### config.mk
export PLATFORM = sky130hd
export DESIGN_NAME = cgra_csr_flat
export DESIGN_NICKNAME = d
export VERILOG_FILES = /design/src/cgra_pkg.sv /design/src/cgra_cfg_if.sv /design/src/cgra_csr.sv /design/src/flat_wrapper.sv
export SDC_FILE = /design/constraint.sdc
export NUM_CORES = 1
export LEC_CHECK = 0
export BUFFER_PORTS_ARGS = -buffer_cell sky130_fd_sc_hd__buf_2
export CAP_MARGIN = 20
export CORE_ASPECT_RATIO = 0.75
export CORE_MARGIN = 2
export CORE_UTILIZATION = 30
export CTS_CLUSTER_SIZE = 16
export DETAILED_ROUTE_END_ITERATION = 10
export PLACE_DENSITY_LB_ADDON = 0.12
export SETUP_SLACK_MARGIN = 0.05
export SLEW_MARGIN = 10
export SYNTH_ARGS = -nofsm -noshare
export SYNTH_HDL_FRONTEND = slang
export SYNTH_SLANG_ARGS = --single-unit
### constraint.sdc
create_clock -name clk_i -period 2 [get_ports clk_i]
set_input_delay 0.4 -clock clk_i [delete_from_list [all_inputs] [get_ports clk_i]]
set_output_delay 0.4 -clock clk_i [all_outputs]
set_load 0.02 [all_outputs]
### src/cgra_pkg.sv
// CGRA shell package
// Shared widths, vector types, PE opcodes, CSR field positions and
// the run state encoding for the 1x4 stream accelerator
package cgra_pkg;

  // --------------------------------------------------
  // Sizes
  // --------------------------------------------------
  localparam int unsigned NumLanes        = 4;
  localparam int unsigned NarrowDataWidth = 64;
  localparam int unsigned NumRwCsr        = 2;
  localparam int unsigned NumRoCsr        = 4;
  localparam int unsigned FifoDepth       = 4;
  localparam int unsigned CsrWidth        = 32;
  localparam int unsigned BeatCntWidth    = 16;
  localparam int unsigned PeCfgWidth      = 8;

  typedef logic [NarrowDataWidth-1:0] lane_data_t;
  typedef logic [CsrWidth-1:0]        csr_word_t;
  typedef logic [2:0]                 pe_op_t;
  typedef logic [1:0]                 lane_sel_t;
  typedef logic [BeatCntWidth-1:0]    beat_cnt_t;
  typedef logic [PeCfgWidth-1:0]      pe_cfg_t;

  // --------------------------------------------------
  // PE opcodes
  // --------------------------------------------------
  localparam pe_op_t OpAdd   = 3'd0;
  localparam pe_op_t OpSub   = 3'd1;
  localparam pe_op_t OpMul   = 3'd2;
  localparam pe_op_t OpAnd   = 3'd3;
  localparam pe_op_t OpOr    = 3'd4;
  localparam pe_op_t OpXor   = 3'd5;
  localparam pe_op_t OpPassA = 3'd6;
  localparam pe_op_t OpMaxU  = 3'd7;

  // Field layout of one PE byte in CSR word 0
  localparam int unsigned CfgOpLsb   = 0;
  localparam int unsigned CfgSrcALsb = 3;
  localparam int unsigned CfgSrcBLsb = 5;
  localparam int unsigned CfgAccBit  = 7;

  // CSR word 1 holds the beat count in the low half
  localparam int unsigned StartBit = 31;

  typedef enum logic [1:0] {
    RunIdle,
    RunActive,
    RunDrain
  } run_state_e;

endpackage

### src/cgra_cfg_if.sv
// CGRA configuration interface
// Carries the PE configuration and run control from the CSR block to
// the PE array, and beat and drain status back
`timescale 1ns/1ps

interface cgra_cfg_if;
  import cgra_pkg::*;

  // Towards the array
  pe_cfg_t pe_cfg [NumLanes];
  logic    clear;
  logic    beats_left_nz;

  // Back to the CSR block
  logic    beat_fire;
  logic    all_empty;
  logic    stall;

  modport csr (
    output pe_cfg, clear, beats_left_nz,
    input  beat_fire, all_empty, stall
  );

  modport array (
    input  pe_cfg, clear, beats_left_nz,
    output beat_fire, all_empty, stall
  );

endinterface

### src/cgra_csr.sv
// CGRA CSR block
// Accepts the packed two-word write, holds the PE configuration,
// sequences a run of the programmed beat count and builds status
`timescale 1ns/1ps

module cgra_csr (
  input  logic                                          clk_i,
  input  logic                                          rst_n_i,
  input  cgra_pkg::csr_word_t [cgra_pkg::NumRwCsr-1:0]  csr_set_i,
  input  logic                                          csr_set_valid_i,
  output logic                                          csr_set_ready_o,
  output cgra_pkg::csr_word_t [cgra_pkg::NumRoCsr-1:0]  csr_ro_o,
  input  logic [cgra_pkg::NumLanes-1:0]                 out_fire_i,
  cgra_cfg_if.csr                                       cfg
);
  import cgra_pkg::*;

  run_state_e state_q;
  pe_cfg_t    pe_cfg_q [NumLanes];
  beat_cnt_t  beats_left_q;
  beat_cnt_t  beats_done_q;
  beat_cnt_t  run_len;
  csr_word_t  stall_cnt_q;
  csr_word_t  out_cnt_q;
  logic [2:0] out_fire_cnt;
  logic       ready_en_q;
  logic       clear_q;
  logic       done_q;
  logic       busy;
  logic       accept;

  assign busy            = (state_q != RunIdle);
  assign csr_set_ready_o = ready_en_q && !busy;
  assign accept          = csr_set_valid_i && csr_set_ready_o;
  assign run_len         = csr_set_i[1][BeatCntWidth-1:0];

  assign cfg.pe_cfg        = pe_cfg_q;
  assign cfg.clear         = clear_q;
  assign cfg.beats_left_nz = (state_q == RunActive) && (beats_left_q != '0);

  // --------------------------------------------------
  // Configuration and run sequencing
  // --------------------------------------------------
  always_ff @(posedge clk_i or negedge rst_n_i) begin
    if (!rst_n_i) begin
      ready_en_q <= 1'b0;
      for (int i = 0; i < NumLanes; i++) begin
        pe_cfg_q[i] <= '0;
      end
    end else begin
      ready_en_q <= 1'b1;
      if (accept) begin
        for (int i = 0; i < NumLanes; i++) begin
          pe_cfg_q[i] <= csr_set_i[0][i*PeCfgWidth +: PeCfgWidth];
        end
      end
    end
  end

  always_ff @(posedge clk_i or negedge rst_n_i) begin
    if (!rst_n_i) begin
      state_q      <= RunIdle;
      beats_left_q <= '0;
      beats_done_q <= '0;
      stall_cnt_q  <= '0;
      clear_q      <= 1'b0;
      done_q       <= 1'b0;
    end else begin
      clear_q <= 1'b0;
      case (state_q)
        RunIdle: begin
          if (accept && csr_set_i[1][StartBit]) begin
            beats_left_q <= run_len;
            beats_done_q <= '0;
            stall_cnt_q  <= '0;
            // An empty run finishes on the spot
            done_q       <= (run_len == '0);
            if (run_len != '0) begin
              state_q <= RunActive;
              clear_q <= 1'b1;
            end
          end
        end
        RunActive: begin
          if (cfg.beat_fire) begin
            beats_left_q <= beats_left_q - 1'b1;
            beats_done_q <= beats_done_q + 1'b1;
            if (beats_left_q == beat_cnt_t'(1)) begin
              state_q <= RunDrain;
            end
          end
          if (cfg.stall) begin
            stall_cnt_q <= stall_cnt_q + 1'b1;
          end
        end
        RunDrain: begin
          if (cfg.all_empty) begin
            state_q <= RunIdle;
            done_q  <= 1'b1;
          end
        end
        default: state_q <= RunIdle;
      endcase
    end
  end

  // --------------------------------------------------
  // Output handshake total
  // --------------------------------------------------
  always_comb begin
    out_fire_cnt = '0;
    for (int i = 0; i < NumLanes; i++) begin
      out_fire_cnt = out_fire_cnt + 3'(out_fire_i[i]);
    end
  end

  always_ff @(posedge clk_i or negedge rst_n_i) begin
    if (!rst_n_i) begin
      out_cnt_q <= '0;
    end else begin
      out_cnt_q <= out_cnt_q + CsrWidth'(out_fire_cnt);
    end
  end

  assign csr_ro_o[0] = {30'b0, done_q, busy};
  assign csr_ro_o[1] = CsrWidth'(beats_done_q);
  assign csr_ro_o[2] = stall_cnt_q;
  assign csr_ro_o[3] = out_cnt_q;

  a_no_fire_idle: assert property (@(posedge clk_i) disable iff (!rst_n_i)
    cfg.beat_fire |-> state_q != RunIdle)
    else $error("beat joined while idle");

  a_no_write_busy: assert property (@(posedge clk_i) disable iff (!rst_n_i)
    accept |-> cfg.all_empty && !cfg.beat_fire)
    else $error("CSR write accepted during a run");

endmodule

### src/flat_wrapper.sv
// flat-port wrapper written by rule: the top's interface ports become plain ports
module cgra_csr_flat import cgra_pkg::*;
  (clk_i, rst_n_i, csr_set_i, csr_set_valid_i, csr_set_ready_o, csr_ro_o, out_fire_i, cfg_pe_cfg, cfg_clear, cfg_beats_left_nz, cfg_beat_fire, cfg_all_empty, cfg_stall);
  cgra_cfg_if cfg_i ();
  input  logic clk_i;
  input  logic rst_n_i;
  input  cgra_pkg::csr_word_t [cgra_pkg::NumRwCsr-1:0] csr_set_i;
  input  logic csr_set_valid_i;
  output logic csr_set_ready_o;
  output cgra_pkg::csr_word_t [cgra_pkg::NumRoCsr-1:0] csr_ro_o;
  input  logic [cgra_pkg::NumLanes-1:0] out_fire_i;
  output wire logic [$bits(cfg_i.pe_cfg)-1:0] cfg_pe_cfg;
  output wire logic [$bits(cfg_i.clear)-1:0] cfg_clear;
  output wire logic [$bits(cfg_i.beats_left_nz)-1:0] cfg_beats_left_nz;
  input wire logic [$bits(cfg_i.beat_fire)-1:0] cfg_beat_fire;
  input wire logic [$bits(cfg_i.all_empty)-1:0] cfg_all_empty;
  input wire logic [$bits(cfg_i.stall)-1:0] cfg_stall;
  assign cfg_pe_cfg = {>>{cfg_i.pe_cfg}};
  assign cfg_clear = cfg_i.clear;
  assign cfg_beats_left_nz = cfg_i.beats_left_nz;
  assign cfg_i.beat_fire = cfg_beat_fire;
  assign cfg_i.all_empty = cfg_all_empty;
  assign cfg_i.stall = cfg_stall;
  cgra_csr u_core (.clk_i(clk_i), .rst_n_i(rst_n_i), .csr_set_i(csr_set_i), .csr_set_valid_i(csr_set_valid_i), .csr_set_ready_o(csr_set_ready_o), .csr_ro_o(csr_ro_o), .out_fire_i(out_fire_i), .cfg(cfg_i));
endmodule
**Yosys cells after proc, flatten, opt, wreduce, memory -nomap -nowiden**

Cells that the tools add are included.

- Register bits after elaboration: 133
- Output and inout port bits: 163
- Word-level logic and storage cells: 65

- $add $sub $neg: 7
- Equality and inequality tests: 9
- Mux-type cells: 21
- Reduce and logical (&&, ||, !) cells: 16

Operators by type and width:

| operator | number |
|---|---|
| 2-to-1 mux 16 bit | 4 |
| 2-to-1 mux 32 bit | 2 |
| one-hot mux 16 bit (2 select lines) | 2 |
| one-hot mux 32 bit (2 select lines) | 1 |
| adder 32 x 1 -> 32 bit, second input constant | 1 |
| adder 32 x 3 -> 32 bit | 1 |
| nonzero test 16 bit | 2 |
| adder 16 x 1 -> 16 bit, second input constant | 1 |
| equality test 16 x 1 -> 1 bit, second input constant | 1 |
| zero test 16 bit | 1 |
| subtractor 16 x 1 -> 16 bit, second input constant | 1 |
| 2-to-1 mux 2 bit | 5 |
| AND reduction 3 bit | 3 |
| inequality test 2 bit, second input constant | 4 |
| adder 3 x 1 -> 3 bit | 2 |
| one-hot mux 2 bit (3 select lines) | 1 |
| nonzero test 2 bit | 3 |
| 2-to-1 mux 1 bit | 5 |
| AND reduction 5 bit | 1 |
| logical AND 1 bit | 4 |
| inequality test 2 x 1 -> 1 bit, second input constant | 2 |
| adder 1 x 1 -> 2 bit | 1 |
| equality test 2 x 1 -> 1 bit, second input constant | 1 |
| equality test 2 bit, second input constant | 1 |
| 3 further kinds | 3 |

**Depth between registers and ports, before layout**

- Depth after elaboration: 7
- Mapped depth: 12
- Mapped depth without buffers: 12

**Worst setup path before layout**

OpenSTA, ideal clock, no wires.

- Path kind: input-to-reg
- Start: input port out_fire_i[0] in the netlist's numbering
- End: register u_core.out_cnt_q[22]
- Data arrival time: 2.762 ns
- Data required time: 1.870 ns
- Setup slack: -0.892 ns
- Stages on the path: 12
- Buffers on the path: 0
- Cell sequence: ha_1 > inv_1 > fa_1 > inv_1 > ha_1 > inv_1 > fa_1 > nor2b_1 > o21bai_1 > nor3_1 > nand4_1 > xnor2_1

- Word-level cells in the longest chain between the ends: 4

Ends and longest elaborated chain:

| what | RTL line | text |
|---|---|---|
| start, declared | flat_wrapper.sv:11 | `input logic [cgra_pkg::NumLanes-1:0] out_fire_i;` |
| adder 1 x 1 -> 2 bit | cgra_csr.sv:113 | `out_fire_cnt = out_fire_cnt + 3'(out_fire_i[i]);` |
| adder 3 x 1 -> 3 bit (2 in series) | cgra_csr.sv:113 |  |
| adder 32 x 3 -> 32 bit | cgra_csr.sv:121 | `out_cnt_q <= out_cnt_q + CsrWidth'(out_fire_cnt);` |
| end signal, assigned | cgra_csr.sv:121 |  |
| end, declared | cgra_csr.sv:24 | `csr_word_t out_cnt_q;` |

No other way between the ends.
A chain may end at the register's enable or synchronous reset.

**Final worst setup path**

- Start: register u_core.beats_left_q[6]
- End: output port cfg_beats_left_nz

- Word-level cells in the longest chain between the ends: 2

Ends and longest elaborated chain:

| what | RTL line | text |
|---|---|---|
| start, declared | cgra_csr.sv:20 | `beat_cnt_t beats_left_q;` |
| start signal, assigned | cgra_csr.sv:73 | `beats_left_q <= run_len;` |
| start signal, assigned | cgra_csr.sv:86 | `beats_left_q <= beats_left_q - 1'b1;` |
| nonzero test 16 bit | cgra_csr.sv:39 | `assign cfg.beats_left_nz = (state_q == RunActive) && (beats_left_q != '0);` |
| logical AND 1 bit | cgra_csr.sv:39 |  |
| end, declared | flat_wrapper.sv:14 | `output wire logic [$bits(cfg_i.beats_left_nz)-1:0] cfg_beats_left_nz;` |

No other way between the ends.

==> summary.md <==
| Metric | Value |
|---|---|
| Pre-antenna DRT Iters | 4 |
| Cell Area, Synth | roughly 0.0067 mm² |
| Core area | 0.02199 mm² |
| CTS sink count | between 100 and 150 |
| Root Driver | clkbuf_16 |
| Endpoint, Worst Hold | u_core.cfg.pe_cfg[13]$_DFFE_PN0P_ |
| Syn Area/Cell | 10.21 µm² |
| Starting density of the core | between 30% and 40% |
| Psw | roughly 0.0041 W |
| Fin nets | between 900 and 1000 |
| Post-layout minimum cycle time | roughly 2.5 ns |
| Startpoint Class | flip-flop |
| Total of max-cap violations | 0 |
| Critical path's slowest cell | or4_4 |
| Pwr per Cell Area | 1166 mW/mm² |
| Worst EP arrival | just over 2 ns |
| TritonCTS Buffers | 17 |
| Setup Skew | around 0.015 ns |
| R2R Setup Slk | 0 ns |
| Clock power share | roughly 30% |
| Combinational power share | between 30% and 40% |
| Final setup viols | 30 |
| Top Family by Delay on Critical Path | simple AND/OR/NAND/NOR gates |
| VDD IR max | 0.6632 mV |
| Die area | between 0.02 and 0.025 mm² |
| WL final | 18400 µm |
| Failing checks | setup timing |
| Clock buffer depth | 2 |
| Port buffer count | 175 |
| Min-delay src | csr_set_i[21] |
| Yosys reg bits | 133 |
| Distinct cells, synth | a little under 50 |
| Worst Setup End Kind | output pin |
| Routed via count | roughly 5700 |
| Synth area leader | dfrtp_1 |
| CP cell instances | or4_4, nand2b_4, nor4_4, buf_4, a31oi_4, buf_6 |
| WP buf/inv | 2 |
| Placed cell count | about 1200 |
| YS warnings | 0 |
| Ys async rst share | 100.0% |
| Sequential area share after synthesis | 49.68% |
| Gate Count Post-Synth | 656 |
| Outcome | finished with violations |
| Most frequent cells in the layout | buf_2 (170), dfrtp_1 (132), buf_4 (60) |
| Reg-to-Reg Start | u_core.beats_left_q[6]$_DFFE_PN0P_ |
| Final Slew Violations | 0 |
| Internal power | roughly 0.007 W |
| Grt ovf | 0 |
| Worst skew pair latency | between 0.4 and 0.5 ns |
| Dpl ws | -0.8558 ns |
| Detailed-route DRC error count | 0 |
| IO Pins | 237 |
| Placed wire-length estimate | 13130 µm |
| Switching Share | 36.78% |
| Reg clk slew, reported paths | 0.07 ns |
| Commonest non-fill, non-tap cell in the layout | buf_2 |
| Max Clock Freq | 0.4068 GHz |
| Number of flops mapped to enable cells by yosys | 0 |
| Top cell type's share of synthesized area | 49.68% |
| Share of cells above drive strength 1 | 44.44% |
| Worst Hold Class | in2reg |
| Drt wl/cell | 15.29 µm |
| Utilization after layout | 43.14% |
| Vias in the first global route | about 5600 |
| # rows | between 40 and 50 |
| R2r worst-path depth | 5 |
| GPL Wtd Cong | between 0.8 and 0.9 |
| GRT Total Usage | 15.82% |
| Pin count of the biggest net entering global routing | 45 |
| Crit path kind | reg2out |
| Vias/cell | 4.713 |
| Worst Path Max Fanout | 2 |
| Setup WS post-layout | -0.4584 ns |
| DIE HEIGHT | ~130 µm |
| RSZ-0062 raised after global routing | yes |
| Initial antenna violation count | 0 |
| # diodes | 0 |
| WP data required | 1.60 ns |
| Htree depth | 4 |
| Worst path max stage delay | ~0.54 ns |
| Period utilization | 122.9% |
| Ys flop type | dfrtp_1 |
| Final non-filler cell total | 1203 |
| CTS tree | yes |
| Area Growth Syn to Fin | 41.63% |
| Final hold vios | 0 |
| R2R Path End | u_core.beats_left_q[15]$_DFFE_PN0P_ |
| Synth area leaders | dfrtp_1 (50%), xnor2_1 (6.1%), mux2_2 (5.7%) |
| DRT antenna net count | 0 |
| Leakage power | between 4 and 5 nW |
| DR iter-0 viols | approximately 330 |
| Sequential power share | around a third |
| Die X | approximately 180 µm |
| Hold Path Stages | 2 |
| Global-route wire length before repair | about 30000 µm |
[worst register-to-register path, delay by kind of cell (launching register included)]
family	cells	cell delay [ns]
flip-flops	1	0.38
AND/OR/NAND/NOR	3	1.22
AO/OA/AOI/OAI	2	0.32
[final cells by class]
class,count,area [µm²]
Clock buffer,17,425.4
Clock inverter,15,186.4
Fill cell,2153,12510
Inverter,20,77.57
Multi-Input combinational cell,474,3550
Sequential cell,133,3329
Tap cell,294,367.9
Timing Repair Buffer,250,1551
[kinds of logic after synthesis]
| logic type | count (synthesis) | synth area share, % |
|---|---|---|
| compound gates | 73 | 6.836 |
| xor+xnor | 65 | 8.498 |
| fa+ha+maj | 11 | 2.279 |
| buf+inv | 94 | 8.013 |
| flops | 133 | 49.68 |
| mux | 34 | 5.715 |
| other cells | 2 | 0.1121 |
| simple gates | 244 | 18.86 |
[metrics by stage]
step	hold slack, ns	area [µm²]	power (W)	TNS [ns]
after floorplan	0.1044	6974	0.006016	-12.10
after global placement	0.3177	8307	0.007346	-19.89
after detailed placement	0.3194	8307	0.007401	-21.85
after CTS	0.1776	9174	0.01099	-6.200
after global routing	0.1797	9488	0.01173	-9.154
final	0.2027	9488	0.01107	-6.688
[flip-flops by register name, indices dropped and copies added (netlist names)]
name and flops:
u_core.cfg.clear 1, u_core.state_q 2, u_core.beats_left_q 16, u_core.done_q 1
u_core.out_cnt_q 32, u_core.beats_done_q 16, u_core.cfg.pe_cfg 32, u_core.ready_en_q 1
u_core.stall_cnt_q 32
[power groups by stage]
| stage | clock, W | combinational [W] | sequential [W] |
|---|---|---|---|
| global placement | 0 | 0.00346 | 0.00389 |
| detailed placement | 0 | 0.00351 | 0.00389 |
| floorplan | 0 | 0.00148 | 0.00454 |
| finish | 0.00327 | 0.00389 | 0.00391 |
| CTS | 0.00337 | 0.00373 | 0.00389 |
| global route | 0.00350 | 0.00422 | 0.00401 |
[layer usage]
layer | wire length [µm] | part of all wire, % | GRT usage (%) | up-vias
met5 | 0 | 0 | 0 | -
li1 | - | - | - | 2690
met1 | 8641 | 47 | 21.95 | 2778
met4 | 193 | 1.0 | 4.683 | 0
met3 | 1433 | 7.8 | 5.308 | 15
met2 | 8128 | 44 | 23.37 | 187
[repair_timing]
item,4_1_cts,5_1_grt
gates resized for setup,44,64
buffers inserted,5,7
pin swaps,29,31
endpoints found under the setup margin,43,60
hold buffers,1,0
endpoints found under the hold margin,27,0
[how the worst max path moves through the flow]
stage / startpoint / cells after the start / endpoint / slack, ns
detailed placement: out_fire_i[0] / 13 / u_core.out_cnt_q[22]$_DFF_PN0_ / -0.86
global route: u_core.beats_left_q[6]$_DFFE_PN0P_ / 6 / cfg_beats_left_nz / -0.52
floorplan: out_fire_i[0] / 12 / u_core.out_cnt_q[22]$_DFF_PN0_ / -0.61
global placement: out_fire_i[0] / 13 / u_core.out_cnt_q[22]$_DFF_PN0_ / -0.78
finish: u_core.beats_left_q[6]$_DFFE_PN0P_ / 6 / cfg_beats_left_nz / -0.46
CTS: u_core.beats_left_q[6]$_DFFE_PN0P_ / 6 / cfg_beats_left_nz / -0.46
[cell usage after synthesis, types with 5 or more instances]
cell	count
dfrtp_1	133
nor2_1	63
buf_4	48
xnor2_1	47
nand2_1	42
mux2_2	34
nand3_1	30
a21oi_1	23
inv_1	20
nor4_1	20
o21ai_0	19
clkbuf_1	18
nand4_1	18
nor3_1	18
xor2_1	18
or3_1	12
and4_1	10
ha_1	9
and3_1	7
or4_1	6
a211oi_1	5
and2_1	5
buf_1	5
o32ai_1	5
(Power assumes the default switching activity.)
